File: src/design/reduce_pkg.sv
package reduce_pkg;

  // --------------------------------------------------------------------
  // Datapath sizes
  // --------------------------------------------------------------------

  // Width of one stream word and of the reduced result.
  localparam int data_width = 16;

  // Longest packet that is reduced in full. Longer packets are cut here.
  localparam int max_beats = 8;

  // Width of the beat count. It must hold the values 1 to max_beats.
  localparam int count_width = 4;

  // --------------------------------------------------------------------
  // Encodings
  // --------------------------------------------------------------------

  // Reduction selected by the first beat of a packet.
  typedef enum logic {
    op_sum = 1'b0,
    op_xor = 1'b1
  } op_e;

  // Framing states of the packet controller.
  typedef enum logic [1:0] {
    st_idle  = 2'd0,
    st_accum = 2'd1,
    st_emit  = 2'd2,
    st_drop  = 2'd3
  } frame_state_e;

  // Packed width of one staged beat, laid out as {data, last, op}.
  localparam int stage_width = data_width + 1 + $bits(op_e);

endpackage
File: src/design/flow_if.sv
interface flow_if
  import reduce_pkg::*;
();

  // Handshake pair. A beat moves in a cycle where both are high.
  logic                  valid;
  logic                  ready;

  // Payload of one beat.
  logic [data_width-1:0] data;
  logic                  last;
  op_e                   op;

  // The producer side drives valid and the payload.
  modport source (
    output valid,
    output data,
    output last,
    output op,
    input  ready
  );

  // The consumer side only drives ready.
  modport sink (
    input  valid,
    input  data,
    input  last,
    input  op,
    output ready
  );

endinterface

File: src/design/packet_reduce_top.sv
module packet_reduce_top
  import reduce_pkg::*;
(
  input  logic                   clk,
  input  logic                   reset,

  // Input stream.
  input  logic                   in_valid,
  output logic                   in_ready,
  input  logic [data_width-1:0]  in_data,
  input  logic                   in_last,
  input  op_e                    in_op,

  // Result stream.
  output logic                   out_valid,
  input  logic                   out_ready,
  output logic [data_width-1:0]  out_result,
  output logic [count_width-1:0] out_length,
  output logic                   out_overrun
);

  logic start;
  logic take;
  logic at_limit;

  // --------------------------------------------------------------------
  // Streams
  // --------------------------------------------------------------------

  // Input side of the flow register, fed straight from the ports.
  flow_if in_flow ();

  // Registered side of the flow register, consumed by the FSM.
  flow_if stage_flow ();

  assign in_flow.valid = in_valid;
  assign in_flow.data  = in_data;
  assign in_flow.last  = in_last;
  assign in_flow.op    = in_op;
  assign in_ready      = in_flow.ready;

  // --------------------------------------------------------------------
  // Instances
  // --------------------------------------------------------------------

  // Cuts the input timing and buffers one beat during emit.
  flow_reg_fwd #(
    .width (stage_width)
  ) i_flow_reg (
    .clk   (clk),
    .reset (reset),
    .push  (in_flow.sink),
    .pop   (stage_flow.source)
  );

  frame_ctrl i_frame_ctrl (
    .clk         (clk),
    .reset       (reset),
    .stage       (stage_flow.sink),
    .at_limit    (at_limit),
    .start       (start),
    .take        (take),
    .out_valid   (out_valid),
    .out_ready   (out_ready),
    .out_overrun (out_overrun)
  );

  // The held count is the packet length reported with the result.
  beat_counter i_beat_counter (
    .clk      (clk),
    .reset    (reset),
    .start    (start),
    .take     (take),
    .count    (out_length),
    .at_limit (at_limit)
  );

  packet_accum i_packet_accum (
    .clk    (clk),
    .reset  (reset),
    .start  (start),
    .take   (take),
    .data   (stage_flow.data),
    .op     (stage_flow.op),
    .result (out_result)
  );

endmodule

File: src/design/packet_accum.sv
module packet_accum
  import reduce_pkg::*;
(
  input  logic                  clk,
  input  logic                  reset,
  input  logic                  start,
  input  logic                  take,
  input  logic [data_width-1:0] data,
  input  op_e                   op,
  output logic [data_width-1:0] result
);

  op_e                   op_q;
  logic [data_width-1:0] folded;

  // --------------------------------------------------------------------
  // Opcode latch
  // --------------------------------------------------------------------

  // Only the first beat picks the reduction. Opcodes on later beats of
  // the same packet are ignored.
  always_ff @(posedge clk) begin
    if (reset) begin
      op_q <= op_sum;
    end else if (start) begin
      op_q <= op;
    end
  end

  // --------------------------------------------------------------------
  // Fold
  // --------------------------------------------------------------------

  // Combine the running result with the incoming word.
  // The sum simply wraps at the word width.
  always_comb begin
    case (op_q)
      op_xor: begin
        folded = result ^ data;
      end
      default: begin
        folded = result + data;
      end
    endcase
  end

  // --------------------------------------------------------------------
  // Result register
  // --------------------------------------------------------------------

  // The first word seeds the result directly. Take is also high with
  // start, so start has to win here.
  // With neither strobe the result holds, which keeps it steady for emit.
  always_ff @(posedge clk) begin
    if (start) begin
      result <= data;
    end else if (take) begin
      result <= folded;
    end
  end

endmodule

File: src/design/beat_counter.sv
module beat_counter
  import reduce_pkg::*;
(
  input  logic                   clk,
  input  logic                   reset,
  input  logic                   start,
  input  logic                   take,
  output logic [count_width-1:0] count,
  output logic                   at_limit
);

  logic [count_width-1:0] count_next;

  // --------------------------------------------------------------------
  // Count update
  // --------------------------------------------------------------------

  // The first beat of a packet counts as one; later beats add one each.
  assign count_next = start ? count_width'(1) : count + 1'b1;

  // Flag the beat that brings the count up to the limit. The controller
  // uses it in the same cycle to decide whether to cut the packet.
  assign at_limit = take && (count_next == count_width'(max_beats));

  // The count holds while the result is emitted, so it doubles as the
  // packet length on the output stream.
  always_ff @(posedge clk) begin
    if (reset) begin
      count <= '0;
    end else if (start || take) begin
      count <= count_next;
    end
  end

endmodule

File: src/design/frame_ctrl.sv
module frame_ctrl
  import reduce_pkg::*;
(
  input  logic  clk,
  input  logic  reset,
  flow_if.sink  stage,
  input  logic  at_limit,
  output logic  start,
  output logic  take,
  output logic  out_valid,
  input  logic  out_ready,
  output logic  out_overrun
);

  frame_state_e state;
  frame_state_e state_next;
  logic         overrun_q;
  logic         overrun_next;
  logic         beat_fire;
  logic         in_packet;

  // --------------------------------------------------------------------
  // Stage handshake and datapath strobes
  // --------------------------------------------------------------------

  // Beats are accepted in every state except while a result is on offer.
  // The next packet therefore waits in the flow register during emit.
  assign stage.ready = (state != st_emit);
  assign beat_fire   = stage.valid && stage.ready;

  // Idle and accum are the states in which a beat belongs to the result.
  assign in_packet = (state == st_idle) || (state == st_accum);

  // A beat in idle opens a packet. Beats swallowed in drop are neither.
  assign start = beat_fire && (state == st_idle);
  assign take  = beat_fire && in_packet;

  // The result is offered for exactly as long as the FSM sits in emit.
  assign out_valid   = (state == st_emit);
  assign out_overrun = overrun_q;

  // --------------------------------------------------------------------
  // Next-state logic
  // --------------------------------------------------------------------

  always_comb begin
    state_next   = state;
    overrun_next = overrun_q;
    case (state)
      st_idle, st_accum: begin
        if (beat_fire) begin
          // A last beat closes the packet normally. Reaching the limit
          // without last cuts the packet and marks the result.
          if (stage.last || at_limit) begin
            state_next   = st_emit;
            overrun_next = at_limit && !stage.last;
          end else begin
            state_next = st_accum;
          end
        end
      end
      st_emit: begin
        // A cut packet still has beats upstream, so go and discard them.
        if (out_ready) begin
          if (overrun_q) begin
            state_next = st_drop;
          end else begin
            state_next = st_idle;
          end
        end
      end
      st_drop: begin
        // Discard everything up to and including the last beat.
        if (beat_fire && stage.last) begin
          state_next = st_idle;
        end
      end
      default: begin
        state_next = st_idle;
      end
    endcase
  end

  // --------------------------------------------------------------------
  // State registers
  // --------------------------------------------------------------------

  always_ff @(posedge clk) begin
    if (reset) begin
      state     <= st_idle;
      overrun_q <= 1'b0;
    end else begin
      state     <= state_next;
      overrun_q <= overrun_next;
    end
  end

endmodule

File: src/design/flow_reg_fwd.sv
module flow_reg_fwd
  import reduce_pkg::*;
#(
  parameter int width = stage_width
) (
  input logic    clk,
  input logic    reset,
  flow_if.sink   push,
  flow_if.source pop
);

  logic             valid_q;
  logic             valid_next;
  logic             push_fire;
  logic [width-1:0] push_bus;
  logic [width-1:0] data_q;

  // --------------------------------------------------------------------
  // Handshake
  // --------------------------------------------------------------------

  // The stage takes a beat when it is empty or when its content leaves in the
  // same cycle. This keeps the back-pressure path purely combinational.
  assign push.ready = pop.ready || !valid_q;
  assign push_fire  = push.valid && push.ready;

  // The register stays full if it cannot drain, and fills on any new push.
  assign valid_next = push.valid || !push.ready;

  always_ff @(posedge clk) begin
    if (reset) begin
      valid_q <= 1'b0;
    end else begin
      valid_q <= valid_next;
    end
  end

  // --------------------------------------------------------------------
  // Payload
  // --------------------------------------------------------------------

  // The beat is packed as {data, last, op} while it sits in the stage.
  assign push_bus = {push.data, push.last, push.op};

  // Load only on a real transfer; valid_q says whether the content is live.
  always_ff @(posedge clk) begin
    if (push_fire) begin
      data_q <= push_bus;
    end
  end

  assign pop.valid = valid_q;
  assign pop.data  = data_q[width-1 -: data_width];
  assign pop.last  = data_q[$bits(op_e)];
  assign pop.op    = op_e'(data_q[$bits(op_e)-1:0]);

endmodule

File: config.mk
export PLATFORM = sky130hd
export DESIGN_NAME = packet_reduce_top
export DESIGN_NICKNAME = d
export VERILOG_FILES = /design/src/design/reduce_pkg.sv /design/src/design/flow_if.sv /design/src/design/packet_reduce_top.sv /design/src/design/packet_accum.sv /design/src/design/beat_counter.sv /design/src/design/frame_ctrl.sv /design/src/design/flow_reg_fwd.sv
export SDC_FILE = /design/constraint.sdc
export NUM_CORES = 1
export LEC_CHECK = 0
export BUFFER_PORTS_ARGS = -buffer_cell sky130_fd_sc_hd__buf_2
export CORE_ASPECT_RATIO = 1.25
export CORE_UTILIZATION = 51
export DETAILED_ROUTE_END_ITERATION = 8
export PLACE_DENSITY = 0.77
export SETUP_SLACK_MARGIN = 0.02
export SYNTH_ARGS = -nofsm -noshare
export SYNTH_HDL_FRONTEND = slang
export SYNTH_SLANG_ARGS = --single-unit
File: constraint.sdc
create_clock -name clk -period 4.4 [get_ports clk]
set_input_delay 0.22 -clock clk [delete_from_list [all_inputs] [get_ports clk]]
set_output_delay 0.22 -clock clk [all_outputs]
set_load 0.005 [all_outputs]
==> metrics, run 1 <==
number of synthesized flops with an enable pin 34; Placed Area 0.00275 mm^2; Max Freq 0.376 GHz; TritonCTS buffer count 5; hold buffer count at cts 0; Fin. Hold Viols 0; Mapped Area 0.00249 mm^2; min-delay worst type in -> reg; count of state elements after synthesis 43; RSZ-0062 raised after global routing no; post-CTS setup buffers 0; Syn. warnings 0; total congestion overflow 0; CTS tree done; Worst Path Max Fanout 25; CP max stage cell nand2b_1; final worst slack 1740 ps; post-CTS sizing 0; Worst Hold Depth 1; Max IR drop VDD 0.000264 V; slowest stage delay, CP 590 ps; Pwr Total 1.14 mW; number of DRC markers in iteration 0 112; Die X 64.5 um; Starting Density 52.7%; worst slack, placed 1750 ps; Data required, critical path 4460 ps; post-synth cell types 52; status finished, final reports clean; dpl cells 338; PortBufs 44; Setup Viol. Count Final 0; Async S/R FF share, synth 0%; Core Region 0.00473 mm^2; Residual DRC 0; # IOs 45; clk_lat worst skew 300 ps; total vias in the final route 1,948; power per cell area 394 mW/mm^2; first-pass GRT wire length 7.96 mm; # fillers 407; commonest non-fill, non-tap cell in the layout buf_2; Worst Skew 6.51 ps; family with the most delay on the worst path simple AND/OR/NAND/NOR gates; Primary FF master, synth edfxtp_1; fin cells 346; CTS root buf clkbuf_8; vias per inst 5.63; vias in the first global route 1,844; Antenna Nets Post-Route 0; CTS max path bufs 2; DIE HEIGHT 80.2 um; WL final 4.78 mm; Syn-to-layout area delta 16.0%; row count 28; fin crit period 2660 ps; Startpoint Class register; initial antenna violation count 0; Post-DP HPWL 3.31 mm; Setup CP Type reg -> reg; Fin Setup TNS 0 ps; Routed WL per cell 13.8 um; Max Slew Vio Count 0; post-route cell area 0.00289 mm^2; Placer Congestion 0.824; Seq/Total Area, Yosys 48.2%; CP Data Arrival Time 2710 ps; synthesized area per cell 10.3 um^2; TritonRoute pass-1 iters 4; clock-pin slew on the worst setup and hold paths 90 ps; CP cell instances nand2b_2, inv_2, nand2b_1, nor2_1, a2111oi_0, or3b_1; WP buf/inv 1; Net Count, Synth 282; number of cells on the critical path 6; most frequent cells in the layout 44 x buf_2, 34 x edfxtp_1, 27 x a21oi_1, 24 x nor2_1, 22 x nand2_1; # Max-Cap Violations 0; Post-Synthesis Cells 243; total track usage 19.9%; Critical Path Sink Type register; Worst Reg-to-Reg Cells 6; Slew headroom 36.1%; Slew @ Worst Pin 959 ps; H-tree depth 2; Net count, final 324; fin crit share 60.4%; CTS Sinks 43; share of layout cells above drive strength 1 21.0%; pin count of the biggest net entering global routing 26; P_leak 1.17 nW; ANT cells 0; DIE AREA 0.00517 mm^2
## Yosys cell counts (all sizes together), types with 2 or more instances
cell	count	share of area (%)
inv	7	1.1
a21o	7	2.1
xor2	4	1.4
and2	2	0.60
nor2	24	3.6
nand2	22	3.3
edfxtp	34	41
a221oi	3	1.6
nand2b	3	0.85
o21ai	12	2.4
nand4	3	0.75
nand3	5	1.0
a21oi	28	5.8
o21bai	4	1.2
dfxtp	9	7.2
clkbuf	7	1.1
ha	16	8.0
a31oi	2	0.50
buf	2	0.30
o21a	2	0.60
a2111oi	2	0.70
or3	5	1.3
xnor2	5	1.8
nor3	6	1.2
nor2b	4	1.0
o221ai	2	0.70
nand3b	3	0.90
nand4b	2	0.70
## final timing paths
kind	end	slack, ps	startpoint
worst min register to register	i_beat_counter.count[1]	500	i_beat_counter.count[1]
worst max-delay path	i_packet_accum.result[13]	1740	i_frame_ctrl.state[1]
worst min-delay path	i_flow_reg.data_q[7]	90	in_data[5]
worst max register to register	i_packet_accum.result[13]	1740	i_frame_ctrl.state[1]
## registers in the layout (all words and copies together) (netlist names)
signal,count
i_packet_accum.result,16
i_frame_ctrl.state,2
i_beat_counter.count,4
i_flow_reg.data_q,18
i_flow_reg.pop.valid,1
i_frame_ctrl.out_overrun,1
i_packet_accum.op_q,1
## per-layer routing
| layer | wire, um | vias up | GRT usage (%) |
|---|---|---|---|
| met3 | 228 | 9 | 3.55 |
| met4 | 105 | 0 | 8.89 |
| met5 | 0 | - | 0 |
| met1 | 2200 | 873 | 23.3 |
| met2 | 2260 | 60 | 35.1 |
| li1 | - | 1006 | - |
## cell type report
class	instances	area [um^2]	area share, %
Tap cell	60	75.1	2.60
Inverter	7	26.3	0.909
Clock buffer	5	68.8	2.38
Timing Repair Buffer	44	220	7.62
Clock inverter	3	67.6	2.34
Multi-Input combinational cell	184	1230	42.6
Sequential cell	43	1200	41.6
## stage by stage
step	hold slack [ps]	util, %
floorplan	319	-
global placement	396	58.2
detailed placement	398	58.2
CTS	83.8	61.1
global route	77.6	61.1
finish	86.7	61.1
## power by group
group,internal [mW],switching [mW],total [mW]
Sequential,0.483,0.0233,0.506
Clock,0.226,0.145,0.371
Combinational,0.119,0.144,0.262
## cell families (layout without fill, tap and decap cells)
logic type               after synthesis  count (layout)  synth area share (%)
adder cells (fa/ha/maj)               17              17                  8.84
buffers and inverters                 16              59                  2.41
flip-flops                            43              43                  48.2
XOR/XNOR                               9               9                  3.16
AO/OA/AOI/OAI                         72              72                  19.8
multiplexers                           1               1                 0.402
AND/OR/NAND/NOR                       85              85                  17.2
Power figures use the tool's default switching activity.
==> run 2: changes to the inputs <==
- CORE_UTILIZATION: 51 -> 50
- PLACE_DENSITY: 0.77 -> 0.79
- clock period: 4.4 -> 2.33 ns (I/O delays scaled with it)
==> run 2 against run 1 <==
Against the previous run:
- critical path depth rose by 3
- count of clock-buffer cells in the layout is 1 higher
- clock skew up 6.5 ps
- worst setup slack worse by 1700 ps
- combinational power up 130%
==> metrics, run 2 (synthesized netlist as in run 1, its figures left out) <==
status finished, final reports clean; number of DRC markers in iteration 0 83; Starting Density 52.3%; clk_lat worst skew 310 ps; RSZ-0062 raised after global routing yes; CP max stage cell edfxtp_1; Startpoint Class register; Antenna Nets Post-Route 0; sequential cell area 0.00120 mm^2; # IOs 45; Setup CP Type reg -> reg; WL final 5.82 mm; Routed WL per cell 15.2 um; Worst Reg-to-Reg Cells 9; row count 28; Max IR drop VDD 0.000404 V; power per cell area 650 mW/mm^2; DIE HEIGHT 80.9 um; share of layout cells above drive strength 1 26.3%; Setup Viol. Count Final 0; family with the most delay on the worst path compound AO/OA/AOI/OAI gates; min-delay worst type in -> reg; post-route cell area 0.00323 mm^2; fin crit period 2290 ps; TritonCTS buffer count 5; Die X 65.2 um; number of cells on the critical path 9; vias in the first global route 2,052; first-pass GRT wire length 9.09 mm; slowest stage delay, CP 420 ps; CTS root buf clkbuf_8; Critical Path Sink Type register; Fin Hold WS 32.7 ps; fin crit share 98.1%; most frequent cells in the layout 44 x buf_2, 34 x edfxtp_1, 26 x a21oi_1, 24 x nor2_1, 22 x nand2_1; CP Data Arrival Time 2360 ps; Slew @ Worst Pin 709 ps; TritonRoute pass-1 iters 5; initial antenna violation count 0; commonest non-fill, non-tap cell in the layout buf_2; total vias in the final route 2,167; Worst Skew 13.0 ps; final core utilization 67.7%; Max Freq 0.438 GHz; ANT cells 0; Core Region 0.00476 mm^2; CP cell instances ha_2, fa_2, a21o_1, a21oi_2, o21ai_2, a221oi_2, buf_4, o211a_1, nor3_1; CTS tree done; pin count of the biggest net entering global routing 23; CTS Sinks 43; total congestion overflow 0; # fillers 388; Largest regs i_flow_reg.data_q (18), i_packet_accum.result (16), i_beat_counter.count (4); max reg flops 18; fin cells 383; Syn-to-layout area delta 29.4%; H-tree depth 2; Worst Hold Depth 3; Fin. Hold Viols 0; total track usage 23.1%; Net count, final 361; Residual DRC 0; Max Slew Vio Count 0; Placed Area 0.00286 mm^2; Data required, critical path 2400 ps; DIE AREA 0.00527 mm^2; clock-pin slew on the worst setup and hold paths 90 ps; Worst Path Max Fanout 5; PortBufs 44; area occupied by multi-input gates 0.00128 mm^2; most flop-heavy register i_flow_reg.data_q; # Max-Cap Violations 0; Placer Congestion 0.837; vias per inst 5.66; Slew headroom 52.7%; P_leak 1.33 nW; WP buf/inv 1; CTS max path bufs 2; dpl cells 351; Post-DP HPWL 3.80 mm
[run 2: repair_timing]
action	CTS	global route
hold buffers	18	0
endpoints found under the hold margin	18	0
setup endpoints to repair	6	7
buffers inserted	2	4
gates resized for setup	5	3
pin swaps	6	5
[run 2: path summary, 6_finish.rpt]
kind / startpoint / to / slack, ps
worst max register to register: i_packet_accum.result[0] / i_packet_accum.result[14] / 40
worst min-delay path: in_valid / i_flow_reg.pop.valid / 30
worst max-delay path: i_packet_accum.result[0] / i_packet_accum.result[14] / 40
worst min register to register: i_beat_counter.count[1] / i_beat_counter.count[1] / 520
[run 2: final cells by class]
class                      instances  area share (%)
multi-input combinational        184            39.6
clock buffer                       6            2.56
timing repair buffer              81            17.0
clock inverter                     2           0.465
sequential                        43            37.2
tap                               60            2.33
inverter                           7           0.815
[run 2: per-stage QoR]
stage                     TNS (ps)  power, mW  setup WS [ps]
after floorplan                  0       1.34           27.8
after global placement       -26.3       1.49          -22.2
after detailed placement      -211       1.51           -111
after CTS                        0       2.08           26.6
after global routing          -265       2.20          -76.2
final                            0       2.10           44.8
[run 2: worst register-to-register path, stage by stage, from the launching register on]
cell and delay (ps):
edfxtp_1 420, ha_2 220, fa_2 330, a21o_1 180
a21oi_2 190, o21ai_2 90, a221oi_2 260, buf_4 180
o211a_1 140, nor3_1 40
[run 2: metal layers]
layer	vias up	global-route usage, %	share of wire, %
li1	1071	-	-
met1	1029	27.0	44
met5	-	0	0
met4	0	11.1	2.4
met2	54	40.1	50
met3	13	5.06	3.7
[run 2: power by group]
group	leakage [nW]	switching [mW]	internal (mW)	total [mW]
Clock	0.0517	0.282	0.243	0.525
Combinational	0.878	0.312	0.299	0.611
Sequential	0.398	0.0480	0.911	0.959
Total	1.33	0.642	1.45	2.10
==> run 3: changes to the inputs <==
- CORE_ASPECT_RATIO: 1.25 -> not set
==> run 3 against run 2 <==
Against the previous run:
- clock skew is 5.6 ps lower
- combinational power hardly changed
- wire length is 6.8% lower
- first-iteration DRC count is 8.4% higher
- via count is 1.8% lower
- hold slack hardly changed
- highest routed layer unchanged
- sequential share of layout area is 0.43 points lower
- worst setup slack worse by 66 ps
- total power is 1.9% higher
- the run now ends with setup timing left
- utilization is 0.93 points higher
- clock power is 7.6% higher
==> metrics, run 3 (synthesized netlist as in run 1, its figures left out) <==
sequential cell area 0.00120 mm^2; most frequent cells in the layout 44 x buf_2, 34 x edfxtp_1, 26 x a21oi_1, 24 x nor2_1, 22 x nand2_1; pin count of the biggest net entering global routing 19; CTS max path bufs 2; Worst Hold Depth 3; P_int 1.52 mW; final core utilization 68.6%; total vias in the final route 2,127; DIE HEIGHT 72.6 um; fin crit share 101%; Startpoint Class register; total congestion overflow 0; power share of the combinational group 28.7%; CTS root buf clkbuf_8; clk_lat worst skew 290 ps; # Max-Cap Violations 0; Antenna Nets Post-Route 0; Fin. Hold Viols 0; area occupied by multi-input gates 0.00130 mm^2; P_leak 1.34 nW; Net count, final 361; final worst slack -20.8 ps; Residual DRC 0; # fillers 367; # IOs 45; Worst Path Max Fanout 5; initial antenna violation count 0; most flop-heavy register i_flow_reg.data_q; Max Slew Vio Count 0; Hold Path End i_flow_reg.pop.valid; fin crit period 2350 ps; share of layout cells above drive strength 1 27.2%; Max Freq 0.425 GHz; row count 25; Max IR drop VDD 0.000454 V; sequential share of power 44.8%; CP Data Arrival Time 2400 ps; Core Region 0.00475 mm^2; Syn-to-layout area delta 30.9%; Clk network pwr share 26.5%; min-delay worst type in -> reg; Reg-to-Reg End i_packet_accum.result[14]; Starting Density 52.4%; Post-DP HPWL 3.80 mm; CTS tree done; TritonCTS buffer count 5; Worst Skew 7.43 ps; TritonRoute pass-1 iters 4; status complete, but fails checks; RSZ-0062 raised after global routing yes; switching power 0.617 mW; sw frac 28.9%; Data required, critical path 2380 ps; FF-to-FF Start i_flow_reg.data_q[2]; power per cell area 654 mW/mm^2; Setup Viol. Count Final 1; commonest non-fill, non-tap cell in the layout buf_2; max reg flops 18; clock-pin slew on the worst setup and hold paths 80 ps; post-route cell area 0.00326 mm^2; CTS Sinks 43; WL final 5.42 mm; PortBufs 44; Pwr Total 2.14 mW; first-pass GRT wire length 8.76 mm; Die X 72.6 um; R2R setup slack -20 ps; failing checks setup timing; Setup CP Type reg -> reg; Fin Hold WS 32.9 ps; Min-Delay Startpoint in_valid; Slew @ Worst Pin 917 ps; vias in the first global route 1,988; vias per inst 5.45; total track usage 21.5%; H-tree depth 2; ANT cells 0; Slew headroom 38.9%; Routed WL per cell 13.9 um; Largest regs i_flow_reg.data_q (18), i_packet_accum.result (16), i_beat_counter.count (4); Worst Reg-to-Reg Cells 9; Placer Congestion 0.862; Placed Area 0.00286 mm^2; Critical Path Sink Type register; number of DRC markers in iteration 0 90; DIE AREA 0.00527 mm^2; worst slack, placed -41.7 ps
run 3: area by class of cell:
cell class	count	share of cell area [%]
tap	67	2.57
clock buffer	7	3.30
inverter	7	0.805
multi-input combinational	184	39.7
timing repair buffer	81	16.6
sequential	43	36.8
clock inverter	1	0.153
run 3: stage by stage:
stage	TNS, ps	instances
3_3_place_gp	0	358
2_1_floorplan	0	243
4_1_cts	0	385
3_5_place_dp	-124	358
5_1_grt	-378	390
6_report	-20.8	390
run 3: routing by layer:
| layer | track usage, % | wire [um] |
|---|---|---|
| met1 | 28.4 | 2530 |
| met2 | 35.9 | 2580 |
| met3 | 4.01 | 237 |
| met4 | 6.75 | 73 |
| met5 | 0 | 0 |
run 3: critical path, cell delays in order, from the launching register on:
cell	delay, ps
edfxtp_1	410
ha_2	220
fa_2	360
a21o_1	180
a21oi_2	190
o21ai_2	100
a221oi_2	260
buf_4	190
o211a_1	150
nor3_2	50
run 3: worst max path at each step:
stage / startpoint / end / slack, ps / cells past startpoint
after CTS: i_packet_accum.result[0] / i_packet_accum.result[14] / 30 / 9
after global routing: i_flow_reg.data_q[2] / i_packet_accum.result[14] / -120 / 9
after floorplan: i_packet_accum.result[0] / i_packet_accum.result[10] / 30 / 8
final: i_flow_reg.data_q[2] / i_packet_accum.result[14] / -20 / 9
after detailed placement: i_packet_accum.result[0] / i_packet_accum.result[14] / -40 / 9
after global placement: i_packet_accum.result[0] / i_packet_accum.result[14] / 20 / 9
run 3: power by group through the flow:
stage          Clock, mW  Combinational (mW)  Sequential (mW)
6_report           0.565               0.613            0.957
5_1_grt            0.592               0.682            0.965
4_1_cts            0.576               0.585            0.957
3_5_place_dp           0               0.542            0.973
3_3_place_gp           0               0.525            0.971
2_1_floorplan          0               0.383            0.961
run 3: timing repair:
action,CTS,global route
pin swaps,2,15
cloned,0,0
hold buffers,18,0
setup buffers,1,5
resized for setup,5,7
endpoints found under the hold margin,18,0
setup endpoints to repair,5,6
